--- src/logic/bus_pkg.sv ---
// AHB-lite and APB bus types

package bus_pkg;

   // --------------------------------------------------
   // AHB-lite encodings
   // --------------------------------------------------

   // Transfer type on htrans
   typedef enum logic [1:0] {
      IDLE   = 2'b00,
      BUSY   = 2'b01,
      NONSEQ = 2'b10,
      SEQ    = 2'b11
   } htrans_t;

   // Slave response on hresp
   typedef enum logic [1:0] {
      OKAY  = 2'b00,
      ERROR = 2'b01
   } hresp_t;

   // Address phase request, wdata belongs to the data phase
   typedef struct packed {
      logic        sel;
      logic [31:0] addr;
      htrans_t     trans;
      logic        write;
      logic [31:0] wdata;
   } ahb_req_t;

   // Slave response back to the master
   typedef struct packed {
      logic [31:0] rdata;
      logic        ready;
      hresp_t      resp;
   } ahb_rsp_t;

   // --------------------------------------------------
   // APB segment
   // --------------------------------------------------

   // Shared request, common to every slot
   typedef struct packed {
      logic [31:0] paddr;
      logic        pwrite;
      logic        penable;
      logic [31:0] pwdata;
   } apb_req_t;

   // Per slot response
   typedef struct packed {
      logic [31:0] prdata;
      logic        pready;
   } apb_rsp_t;

endpackage

--- src/logic/periph_map_pkg.sv ---
// Peripheral address map

package periph_map_pkg;

   import bus_pkg::*;

   // --------------------------------------------------
   // Slot layout
   // --------------------------------------------------

   // ALUT in slot 0, MACs in slots 1 to 4
   localparam int NUM_SLOTS  = 5;
   localparam int NUM_MACS   = 4;
   localparam int SLOT_IDX_W = $clog2(NUM_SLOTS);

   // 64 KB windows from the base upwards
   localparam logic [31:0] SLOT_BASE  = 32'h00A0_0000;
   localparam int          SLOT_SHIFT = 16;

   typedef logic [NUM_SLOTS-1:0] slot_sel_t;
   typedef logic [NUM_MACS-1:0]  mac_sel_t;

   // One response per MAC, index 0 is slot 1
   typedef apb_rsp_t [NUM_MACS-1:0] mac_rsp_vec_t;

   // --------------------------------------------------
   // ALUT register map
   // --------------------------------------------------

   localparam int ALUT_ENTRIES = 16;
   localparam int ALUT_IDX_W   = $clog2(ALUT_ENTRIES);

   // Offsets inside slot 0, table sits below the key
   localparam logic [SLOT_SHIFT-1:0] ALUT_KEY_ADDR    = 16'h0040;
   localparam logic [SLOT_SHIFT-1:0] ALUT_RESULT_ADDR = 16'h0044;

endpackage

--- src/logic/ahb_to_apb_bridge.sv ---
// AHB-lite to APB bridge
`timescale 1ns/1ns

module ahb_to_apb_bridge
   import bus_pkg::*;
(
   input  logic     hclk,
   input  logic     rst,
   input  ahb_req_t ahb_req,
   input  logic     hready_in,
   input  logic     addr_hit,
   input  apb_rsp_t apb_rsp,
   output ahb_rsp_t ahb_rsp,
   output apb_req_t apb_req,
   output logic     apb_active
);

   typedef enum logic [2:0] {
      st_idle,
      st_setup,
      st_access,
      st_err1,
      st_err2
   } state_t;

   state_t      state_q;
   state_t      state_nxt;
   // Effective state after address decode
   state_t      phase;
   logic        accept;
   logic [31:0] addr_q;
   logic        write_q;
   logic [31:0] wdata_q;
   logic [31:0] rdata_q;

   // --------------------------------------------------
   // Transfer acceptance and state
   // --------------------------------------------------

   // Valid address phase while the bus is ready
   assign accept = ahb_req.sel && hready_in && ahb_rsp.ready &&
                   (ahb_req.trans == NONSEQ || ahb_req.trans == SEQ);

   // Unmapped address turns the setup slot into the first error cycle
   assign phase = (state_q == st_setup && !addr_hit) ? st_err1 : state_q;

   always_comb begin
      state_nxt = state_q;
      case (phase)
         st_idle: begin
            if (accept) begin
               state_nxt = st_setup;
            end
         end
         st_setup: begin
            state_nxt = st_access;
         end
         // Slave wait states keep us here
         st_access: begin
            if (apb_rsp.pready) begin
               state_nxt = st_idle;
            end
         end
         st_err1: begin
            state_nxt = st_err2;
         end
         // Ready is high again so a new transfer may start
         st_err2: begin
            state_nxt = accept ? st_setup : st_idle;
         end
         default: begin
            state_nxt = st_idle;
         end
      endcase
   end

   always_ff @(posedge hclk) begin
      if (rst) begin
         state_q <= st_idle;
      end else begin
         state_q <= state_nxt;
      end
   end

   // --------------------------------------------------
   // Address, write data and read data capture
   // --------------------------------------------------

   always_ff @(posedge hclk) begin
      if (accept) begin
         addr_q  <= ahb_req.addr;
         write_q <= ahb_req.write;
      end
      // Data phase wdata held for the access cycles
      if (phase == st_setup) begin
         wdata_q <= ahb_req.wdata;
      end
      if (phase == st_access && apb_rsp.pready) begin
         rdata_q <= apb_rsp.prdata;
      end
   end

   // --------------------------------------------------
   // Outputs
   // --------------------------------------------------

   assign apb_active = (phase == st_setup) || (phase == st_access);

   always_comb begin
      apb_req.paddr   = addr_q;
      apb_req.pwrite  = write_q;
      apb_req.penable = (state_q == st_access);
      // Live wdata in setup and the captured copy after
      apb_req.pwdata  = (state_q == st_setup) ? ahb_req.wdata : wdata_q;
   end

   always_comb begin
      ahb_rsp.rdata = rdata_q;
      ahb_rsp.ready = (phase == st_idle) || (phase == st_err2);
      ahb_rsp.resp  = (phase == st_err1 || phase == st_err2) ? ERROR : OKAY;
   end

   // Access always follows a setup cycle
   a_penable_after_setup: assert property (@(posedge hclk) disable iff (rst)
      apb_req.penable |-> apb_active && $past(apb_active))
      else $error("penable without a preceding setup cycle");

   // Request held steady across slave wait states
   a_req_stable: assert property (@(posedge hclk) disable iff (rst)
      (phase == st_access && !apb_rsp.pready) |=>
         $stable(apb_req.paddr) && $stable(apb_req.pwrite) && $stable(apb_req.pwdata))
      else $error("APB request changed during wait state");

endmodule

--- src/logic/apb_slot_decoder.sv ---
// APB slot decoder
`timescale 1ns/1ns

module apb_slot_decoder
   import bus_pkg::*;
   import periph_map_pkg::*;
(
   input  apb_req_t     apb_req,
   input  logic         apb_active,
   input  apb_rsp_t     alut_rsp,
   input  mac_rsp_vec_t mac_rsp,
   output slot_sel_t    slot_sel,
   output logic         addr_hit,
   output apb_rsp_t     apb_rsp
);

   // Window number relative to slot 0
   logic [31-SLOT_SHIFT:0] slot_off;
   logic [SLOT_IDX_W-1:0]  slot_idx;

   // --------------------------------------------------
   // Address decode
   // --------------------------------------------------

   assign slot_off = apb_req.paddr[31:SLOT_SHIFT] - SLOT_BASE[31:SLOT_SHIFT];
   assign slot_idx = slot_off[SLOT_IDX_W-1:0];
   // Below the base wraps high and misses too
   assign addr_hit = (slot_off < (32-SLOT_SHIFT)'(NUM_SLOTS));

   // Selects only during setup and access
   assign slot_sel = (apb_active && addr_hit) ? (slot_sel_t'(1) << slot_idx) : '0;

   // --------------------------------------------------
   // Response steering
   // --------------------------------------------------

   always_comb begin
      // Idle bus reads as ready with zero data
      apb_rsp.prdata = '0;
      apb_rsp.pready = 1'b1;
      if (slot_sel[0]) begin
         apb_rsp = alut_rsp;
      end
      for (int m = 0; m < NUM_MACS; m++) begin
         if (slot_sel[m+1]) begin
            apb_rsp = mac_rsp[m];
         end
      end
   end

endmodule

--- src/logic/alut_regs.sv ---
// Address lookup table registers
`timescale 1ns/1ns

module alut_regs
   import bus_pkg::*;
   import periph_map_pkg::*;
(
   input  logic     hclk,
   input  logic     rst,
   input  logic     psel,
   input  apb_req_t apb_req,
   output apb_rsp_t apb_rsp
);

   logic [ALUT_ENTRIES-1:0][31:0] entry_q;
   logic [31:0]                   key_q;
   // Word aligned offset inside the slot
   logic [SLOT_SHIFT-1:0]         word_off;
   logic [ALUT_IDX_W-1:0]         entry_idx;
   logic                          is_entry;
   logic                          is_key;
   logic                          is_result;
   logic                          wr_en;
   logic                          lookup_hit;
   logic [ALUT_IDX_W-1:0]         lookup_idx;
   logic [31:0]                   result;

   // --------------------------------------------------
   // Register decode
   // --------------------------------------------------

   assign word_off  = {apb_req.paddr[SLOT_SHIFT-1:2], 2'b00};
   assign entry_idx = word_off[ALUT_IDX_W+1:2];
   // Table occupies the lowest words
   assign is_entry  = (word_off[SLOT_SHIFT-1:ALUT_IDX_W+2] == '0);
   assign is_key    = (word_off == ALUT_KEY_ADDR);
   assign is_result = (word_off == ALUT_RESULT_ADDR);

   // Write lands on the access edge
   assign wr_en = psel && apb_req.penable && apb_req.pwrite;

   always_ff @(posedge hclk) begin
      if (rst) begin
         entry_q <= '0;
         key_q   <= '0;
      end else if (wr_en) begin
         if (is_entry) begin
            entry_q[entry_idx] <= apb_req.pwdata;
         end
         if (is_key) begin
            key_q <= apb_req.pwdata;
         end
      end
   end

   // --------------------------------------------------
   // Lookup
   // --------------------------------------------------

   // Scan downwards so the lowest match wins
   always_comb begin
      lookup_hit = 1'b0;
      lookup_idx = '0;
      for (int i = ALUT_ENTRIES - 1; i >= 0; i--) begin
         if (entry_q[i] == key_q) begin
            lookup_hit = 1'b1;
            lookup_idx = ALUT_IDX_W'(i);
         end
      end
   end

   // Hit flag on top and index in the low bits
   assign result = {lookup_hit, {(31-ALUT_IDX_W){1'b0}}, lookup_idx};

   // Combinational read that never waits
   always_comb begin
      apb_rsp.pready = 1'b1;
      if (is_entry) begin
         apb_rsp.prdata = entry_q[entry_idx];
      end else if (is_key) begin
         apb_rsp.prdata = key_q;
      end else if (is_result) begin
         apb_rsp.prdata = result;
      end else begin
         apb_rsp.prdata = '0;
      end
   end

   // Write access comes right after its own setup cycle
   a_wr_after_setup: assert property (@(posedge hclk) disable iff (rst)
      wr_en |-> $past(psel && !apb_req.penable && apb_req.pwrite))
      else $error("ALUT write without a preceding setup cycle");

endmodule

--- src/logic/apb_subsystem.sv ---
// APB peripheral subsystem top
`timescale 1ns/1ns

module apb_subsystem
   import bus_pkg::*;
   import periph_map_pkg::*;
(
   // AHB-lite slave side
   input  logic         hclk,
   input  logic         rst,
   input  ahb_req_t     ahb_req,
   input  logic         hready_in,
   output ahb_rsp_t     ahb_rsp,

   // Shared APB request to the MACs
   output apb_req_t     apb_req,

   // MAC selects and responses
   output mac_sel_t     mac_psel,
   input  mac_rsp_vec_t mac_rsp
);

   // Decode result for the registered address
   logic      addr_hit;
   // Setup or access in progress
   logic      apb_active;
   // Response of the selected slot
   apb_rsp_t  slot_rsp;
   // ALUT slot response
   apb_rsp_t  alut_rsp;
   // One-hot select, bit 0 is the ALUT
   slot_sel_t slot_sel;

   // --------------------------------------------------
   // Bridge
   // --------------------------------------------------

   ahb_to_apb_bridge i_bridge (
      .hclk       (hclk),
      .rst        (rst),
      .ahb_req    (ahb_req),
      .hready_in  (hready_in),
      .addr_hit   (addr_hit),
      .apb_rsp    (slot_rsp),
      .ahb_rsp    (ahb_rsp),
      .apb_req    (apb_req),
      .apb_active (apb_active)
   );

   // --------------------------------------------------
   // Slot decode and response steering
   // --------------------------------------------------

   apb_slot_decoder i_decoder (
      .apb_req    (apb_req),
      .apb_active (apb_active),
      .alut_rsp   (alut_rsp),
      .mac_rsp    (mac_rsp),
      .slot_sel   (slot_sel),
      .addr_hit   (addr_hit),
      .apb_rsp    (slot_rsp)
   );

   // MAC selects leave the subsystem
   assign mac_psel = slot_sel[NUM_SLOTS-1:1];

   // --------------------------------------------------
   // ALUT register block
   // --------------------------------------------------

   alut_regs i_alut (
      .hclk    (hclk),
      .rst     (rst),
      .psel    (slot_sel[0]),
      .apb_req (apb_req),
      .apb_rsp (alut_rsp)
   );

endmodule

--- config.mk ---
export PLATFORM = sky130hd
export DESIGN_NAME = apb_subsystem
export DESIGN_NICKNAME = d
export VERILOG_FILES = /design/src/logic/bus_pkg.sv /design/src/logic/periph_map_pkg.sv /design/src/logic/ahb_to_apb_bridge.sv /design/src/logic/apb_slot_decoder.sv /design/src/logic/alut_regs.sv /design/src/logic/apb_subsystem.sv
export SDC_FILE = /design/constraint.sdc
export NUM_CORES = 2
export LEC_CHECK = 0
export BUFFER_PORTS_ARGS = -buffer_cell sky130_fd_sc_hd__buf_2
export CAP_MARGIN = 10
export CORE_MARGIN = 2
export CORE_UTILIZATION = 30
export DETAILED_ROUTE_END_ITERATION = 8
export MAX_ROUTING_LAYER = met4
export PLACE_DENSITY_LB_ADDON = 0.2
export SLEW_MARGIN = 25
export SYNTH_ARGS = -nofsm -noshare
export SYNTH_HDL_FRONTEND = slang
export SYNTH_SLANG_ARGS = --single-unit
--- constraint.sdc ---
create_clock -name hclk -period 7.8 [get_ports hclk]
set_input_delay 1.17 -clock hclk [delete_from_list [all_inputs] [get_ports hclk]]
set_output_delay 1.17 -clock hclk [all_outputs]
set_load 0.005 [all_outputs]
# Word-level counts from Yosys, hierarchy flattened
# Index checks and enable logic that the tools add are counted.
# Widths: inputs -> output; s select.
# word_totals
in_bits	203
register_bits	644
# classes
shifts	1
reduce_logical	19
n_eq_ne	28
order_cmp	3
addsub	1
mux	53
# op_table
op	n
$bwmux 512	1
$eq 32x32->1	16
$mux 32	6
$mux 33	5
$bmux 32 s4	1
$demux 32 s4	1
$mux 4	16
$eq 14x5->1 const B	2
$mux 1	18
$lt 16x3->1 const B	1
$sub 16x8->16 const B	1
$pmux 3 s5	1
$logic_not 10->1	1
$eq 3x2->1 const B	3
$logic_and 1x1->1	9
$mux 3	3
$eq 3x1->1 const B	2
$reduce_and 2->1	3
$lt 4x5->1 const B	1
$mux 5	1
$shl 1x3->5 const A	1
$eq 2x2->1 const B	2
$ge 4x1->1 const B	1
$logic_or 1x1->1	4
4 further kinds	5

# Logic depth before layout (Yosys ltp)
# logic_depth
ltp_word	27
mapped_depth	15

# Hierarchy
# From an unflattened synthesis, not the netlist that was laid out.
# hier_totals
hier_cells	3891
area_unflattened_um2	34967.3
# modules_own_cells
module	area_per_inst_um2	n_inst	seq_area_each_um2	cells_each
alut_regs	29159.2	1	10890.4	3462
ahb_to_apb_bridge	3537.1	1	2972.9	157
apb_slot_decoder	2270.9	1	0.0	272

# Worst setup path before layout
# No wires, ideal clock.
# synth_path
kind	input-to-reg
from	in ahb_req[34] (netlist bit)
to	reg i_bridge.addr_q[0], enable pin
setup_slack_ps	3781
stages	2
setup_time_ps	464
t_arrival_ps	3555
cell_sequence	nand3_1 nor3_1
# synth_between
elab_chain_cells	3
elab_cells_between_ends	4
classes_between	2 x eq/ne; 2 x reduce/logical
# synth_lines
element	line	source
start: declaration	apb_subsystem.sv:11	input ahb_req_t ahb_req,
$eq 2x2->1	ahb_to_apb_bridge.sv:42	(ahb_req.trans == NONSEQ || ahb_req.trans == SEQ);
$logic_or 1x1->1 *	ahb_to_apb_bridge.sv:42	
$logic_and 1x1->1 *	ahb_to_apb_bridge.sv:41	assign accept = ahb_req.sel && hready_in && ahb_rsp.ready &&
net i_bridge.accept	ahb_to_apb_bridge.sv:30	logic accept;
end signal: assignment	ahb_to_apb_bridge.sv:91	addr_q <= ahb_req.addr;
end: declaration	ahb_to_apb_bridge.sv:31	logic [31:0] addr_q;
# The timed path passes the listed nets; every way through them passes the cells marked *.
# A chain may end at the register's enable or synchronous reset.

# Final worst setup path
# layout_path
from	reg i_bridge.addr_q[21]
to	out mac_psel[3]
# layout_between
elab_chain_cells	9
elab_cells_between_ends	10
classes_between	1 x add/sub; 1 x order compare; 2 x eq/ne; 2 x mux; 4 x reduce/logical
# layout_lines
element	line	source
$sub 16x8->16 *	apb_slot_decoder.sv:25	assign slot_off = apb_req.paddr[31:SLOT_SHIFT] - SLOT_BASE[31:SLOT_SHIFT];
$lt 16x3->1 *	apb_slot_decoder.sv:28	assign addr_hit = (slot_off < (32-SLOT_SHIFT)'(NUM_SLOTS));
$logic_not 1->1	ahb_to_apb_bridge.sv:45	assign phase = (state_q == st_setup && !addr_hit) ? st_err1 : state_q;
$logic_and 1x1->1	ahb_to_apb_bridge.sv:45	
$mux 3	ahb_to_apb_bridge.sv:45	
$eq 3x1->1 or $eq 3x2->1 (tied branches)	ahb_to_apb_bridge.sv:107	assign apb_active = (phase == st_setup) || (phase == st_access);
$logic_or 1x1->1	ahb_to_apb_bridge.sv:107	
$logic_and 1x1->1 *	apb_slot_decoder.sv:31	assign slot_sel = (apb_active && addr_hit) ? (slot_sel_t'(1) << slot_idx) : '0;
$mux 5 *	apb_slot_decoder.sv:31	
end: declaration	apb_subsystem.sv:19	output mac_sel_t mac_psel,
# Every way passes the cells marked *; elsewhere a longest branch is shown, timed or not.

==> impl_results.md <==
* Syn Area/Cell at between 10 and 15 µm²
* Count of input and output buffers at between 300 and 400
* P&R area growth vs syn at 16.39%
* Die height at about 340 µm
* CTS tree: yes
* Warnings from Yosys at 0
* RD Place Congestion at 0.9431
* Final cycle utilization of the critical path at 66.94%
* Filler cells at 11330
* PD cells at 189.7 nW/µm²
* Sequential share of the synthesized area at between 40 and 50%
* Placed cell area at between 30000 and 40000 µm²
* Initial Utilization at 30.26%
* Arrival time at the worst endpoint at between 4000 and 5000 ps
* Die Area at 114300 µm²
* # Post-CTS Setup Buffers at 0
* Routed via count at 27070
* Chip Width at roughly 340 µm
* Synth cell types at 54
* Synth Cell Area at ~33000 µm²
* Min cycle time layout at 5222 ps
* Post-synth EDFFs at 97
* CP max FO at 54
* TritonCTS Buffers at 77
* Combinational power share at 3.3%
* CTS max path bufs at 3
* Sequential share of power at a little under half
* Reg2reg end: i_bridge.rdata_q[27]
* First-pass GRT wire length at 202200 µm
* Yosys reg bits at approximately 640
* Reg area at 13860 µm²
* Worst skew pair latency at 660 ps
* Clock sink total at 644
* DRT antenna net count at 0
* Top delay family on crit path: buffers and inverters
* Nets@finish at 3666
* Pre-CTS setup slack at 3315 ps
* Main synth FF type: dfxtp_1
* Buf+Inv Stages, Crit Path at 4
* Row Count at roughly 120
* Fmax at 191.5 MHz
* Status: finished, final reports clean
* Post-Synthesis Cells at roughly 3300
* Dpl cells at 4870
* Worst reg2reg path depth at 9
* Non-Filler Instances at 5017
* Register-to-register setup slack at 3540 ps
* Final Hold Fails at 0
* GR Overflow Total at 0
* Slowest stage cell, crit path: o21ai_0
* Slowest stage delay, CP at 640 ps
* GRT Overall Usage at 25.20%
* Commonest non-fill, non-tap cells in the layout: nor2_1 (628), dfxtp_1 (546), a211oi_1 (488), xor2_1 (322), buf_2 (304)
* Worst setup margin at 2578 ps
* Pleak at between 10 and 15 nW
* Routed WL at 144300 µm
* Routed len/inst at 28.77 µm
* Layout Utilization at 35.22%
* Area of the multi-input gates at 18090 µm²
* Largest net degree at the start of global routing at 181
* DR vias/cell at about 5.4
* Design Power at approximately 7.4 mW
* Antenna violations before repair at 10
* Via count of the first global-routing pass at 25760
* Final Skew at roughly 41 ps
* CP Capture Point: mac_psel[3]
* Most common cell after layout, fill and taps aside: nor2_1
* Max Cap Viol at 0
* Final Max Tran Viols at 0
* Final Setup Violations at 0
* Worst Max-Slew Pin Slew at 1146 ps
* Worst min-delay path class: flip-flop to flip-flop
* CP dominant cell by count: nor2b_1
* Worst setup SP type: flip-flop
* Core Area at 110700 µm²
* Unrepaired setup endpoints after global routing: false
* Syn nets at 3510
* IO Count at 308
* Worst r2r src: i_bridge.addr_q[13]
* Psw at 1.712 mW
* Clk slew on worst S/H paths at 60 ps
* CTS H-tree lvls at 3
* Crit path depth at 11
* Async SR Flop Fraction at 0%
* Root Buffer: clkbuf_16
* Worst VDD drop at 138.0 µV
* Final TNS setup at 0 ps
* DRT Pass-1 Iters at 8
* Net switching share of the total power at 23.15%
* Worst EP required at 6630 ps
* Quantity of gates resized following cts at 0
* Worst Setup SP: i_bridge.addr_q[21]
* Design Area, Final at 38980 µm²
* Clock group share of total power at between 50% and 60%
* Power Internal at 5.684 mW
* Hold buffers post-CTS at 0
* Detailed placer's ending HPWL at 104300 µm
* Min Hold Slack at 486.4 ps
* Share of layout cells above drive strength 1 at roughly 23%
* Starting DRT DRC Count at around 3300
* CP endpoint kind: primary output
* Hold depth at 2
* DRC Markers at 0
* Slew margin rel. at 22.87%
* Kind of critical path: flip-flop to primary output
* CP Cell Sequence: inv_1 > ha_1 > nor2b_1 > nor2b_1 > xnor2_1 > nor2b_1 > o21ai_0 > or3_2 > buf_4 > clkinv_1 > buf_2
==> kinds of logic after synthesis <==
kind of cell	Yosys count	synth area share [%]
multiplexers	222	12.75
other	1	0.01120
buffers and inverters	373	5.085
XOR/XNOR	515	13.47
flip-flops	644	41.40
AO/OA/AOI/OAI	669	15.19
AND/OR/NAND/NOR	881	12.06
adder cells (fa/ha/maj)	1	0.03735
==> worst min-delay path: cells and delay by family, from the launching register on <==
kind | cells | cell delay [ps]
flops | 1 | 330
compound gates | 1 | 60
simple gates | 1 | 70
==> worst min path at each step <==
stage,start,end
3_5_place_dp,i_alut.key_q[25],i_alut.key_q[25]
3_3_place_gp,i_alut.key_q[28],i_alut.key_q[28]
5_1_grt,i_alut.key_q[28],i_alut.key_q[28]
6_report,i_alut.key_q[25],i_alut.key_q[25]
4_1_cts,i_alut.key_q[25],i_alut.key_q[25]
2_1_floorplan,i_alut.entry_q[192],i_alut.entry_q[192]
==> cell usage after synthesis, types with 63 or more instances <==
library cell,instances,area [µm²]
mux4_2,161,3626
buf_2,122,610.6
a21oi_1,63,315.3
nor4_1,97,606.8
dfxtp_1,547,10950
nor2_1,631,2369
xor2_1,322,2820
nand4_1,70,437.9
a211oi_1,488,3664
clkbuf_1,161,604.3
edfxtp_1,97,2913
xnor2_1,193,1690
==> state kept, by name, summed over array words and instances (netlist names) <==
register and cells:
i_bridge.rdata_q 32, i_bridge.state_q 3, i_alut.entry_q 512, i_bridge.wdata_q 32, i_bridge.addr_q 32, i_alut.key_q 32
i_bridge.write_q 1
==> per-layer routing <==
| metal | up-vias | part of all wire, % | GRT usage [%] |
|---|---|---|---|
| met5 | - | 0 | - |
| met2 | 996 | 44 | 37.08 |
| met3 | 194 | 6.0 | 3.055 |
| li1 | 12360 | - | - |
| met4 | 0 | 4.0 | 9.468 |
| met1 | 13520 | 46 | 35.30 |
==> cell type report <==
type                            count  share of cell area [%]
Antenna cell                        6                 0.03852
Multi-Input combinational cell   2289                   46.40
Timing Repair Buffer              409                   6.125
Sequential cell                   644                   35.57
Inverter                           41                  0.3948
Tap cell                         1488                   4.776
Clock inverter                     28                  0.7543
Clock buffer                      112                   5.938
==> power groups by stage <==
stage / clock network (mW) / logic (mW) / registers, mW
2_1_floorplan: 0 / 0.117 / 3.45
3_3_place_gp: 0 / 0.240 / 3.45
3_5_place_dp: 0 / 0.240 / 3.45
4_1_cts: 3.84 / 0.241 / 3.38
5_1_grt: 3.96 / 0.255 / 3.37
6_report: 3.78 / 0.242 / 3.38
No activity file was read; power rests on OpenSTA's default activity.
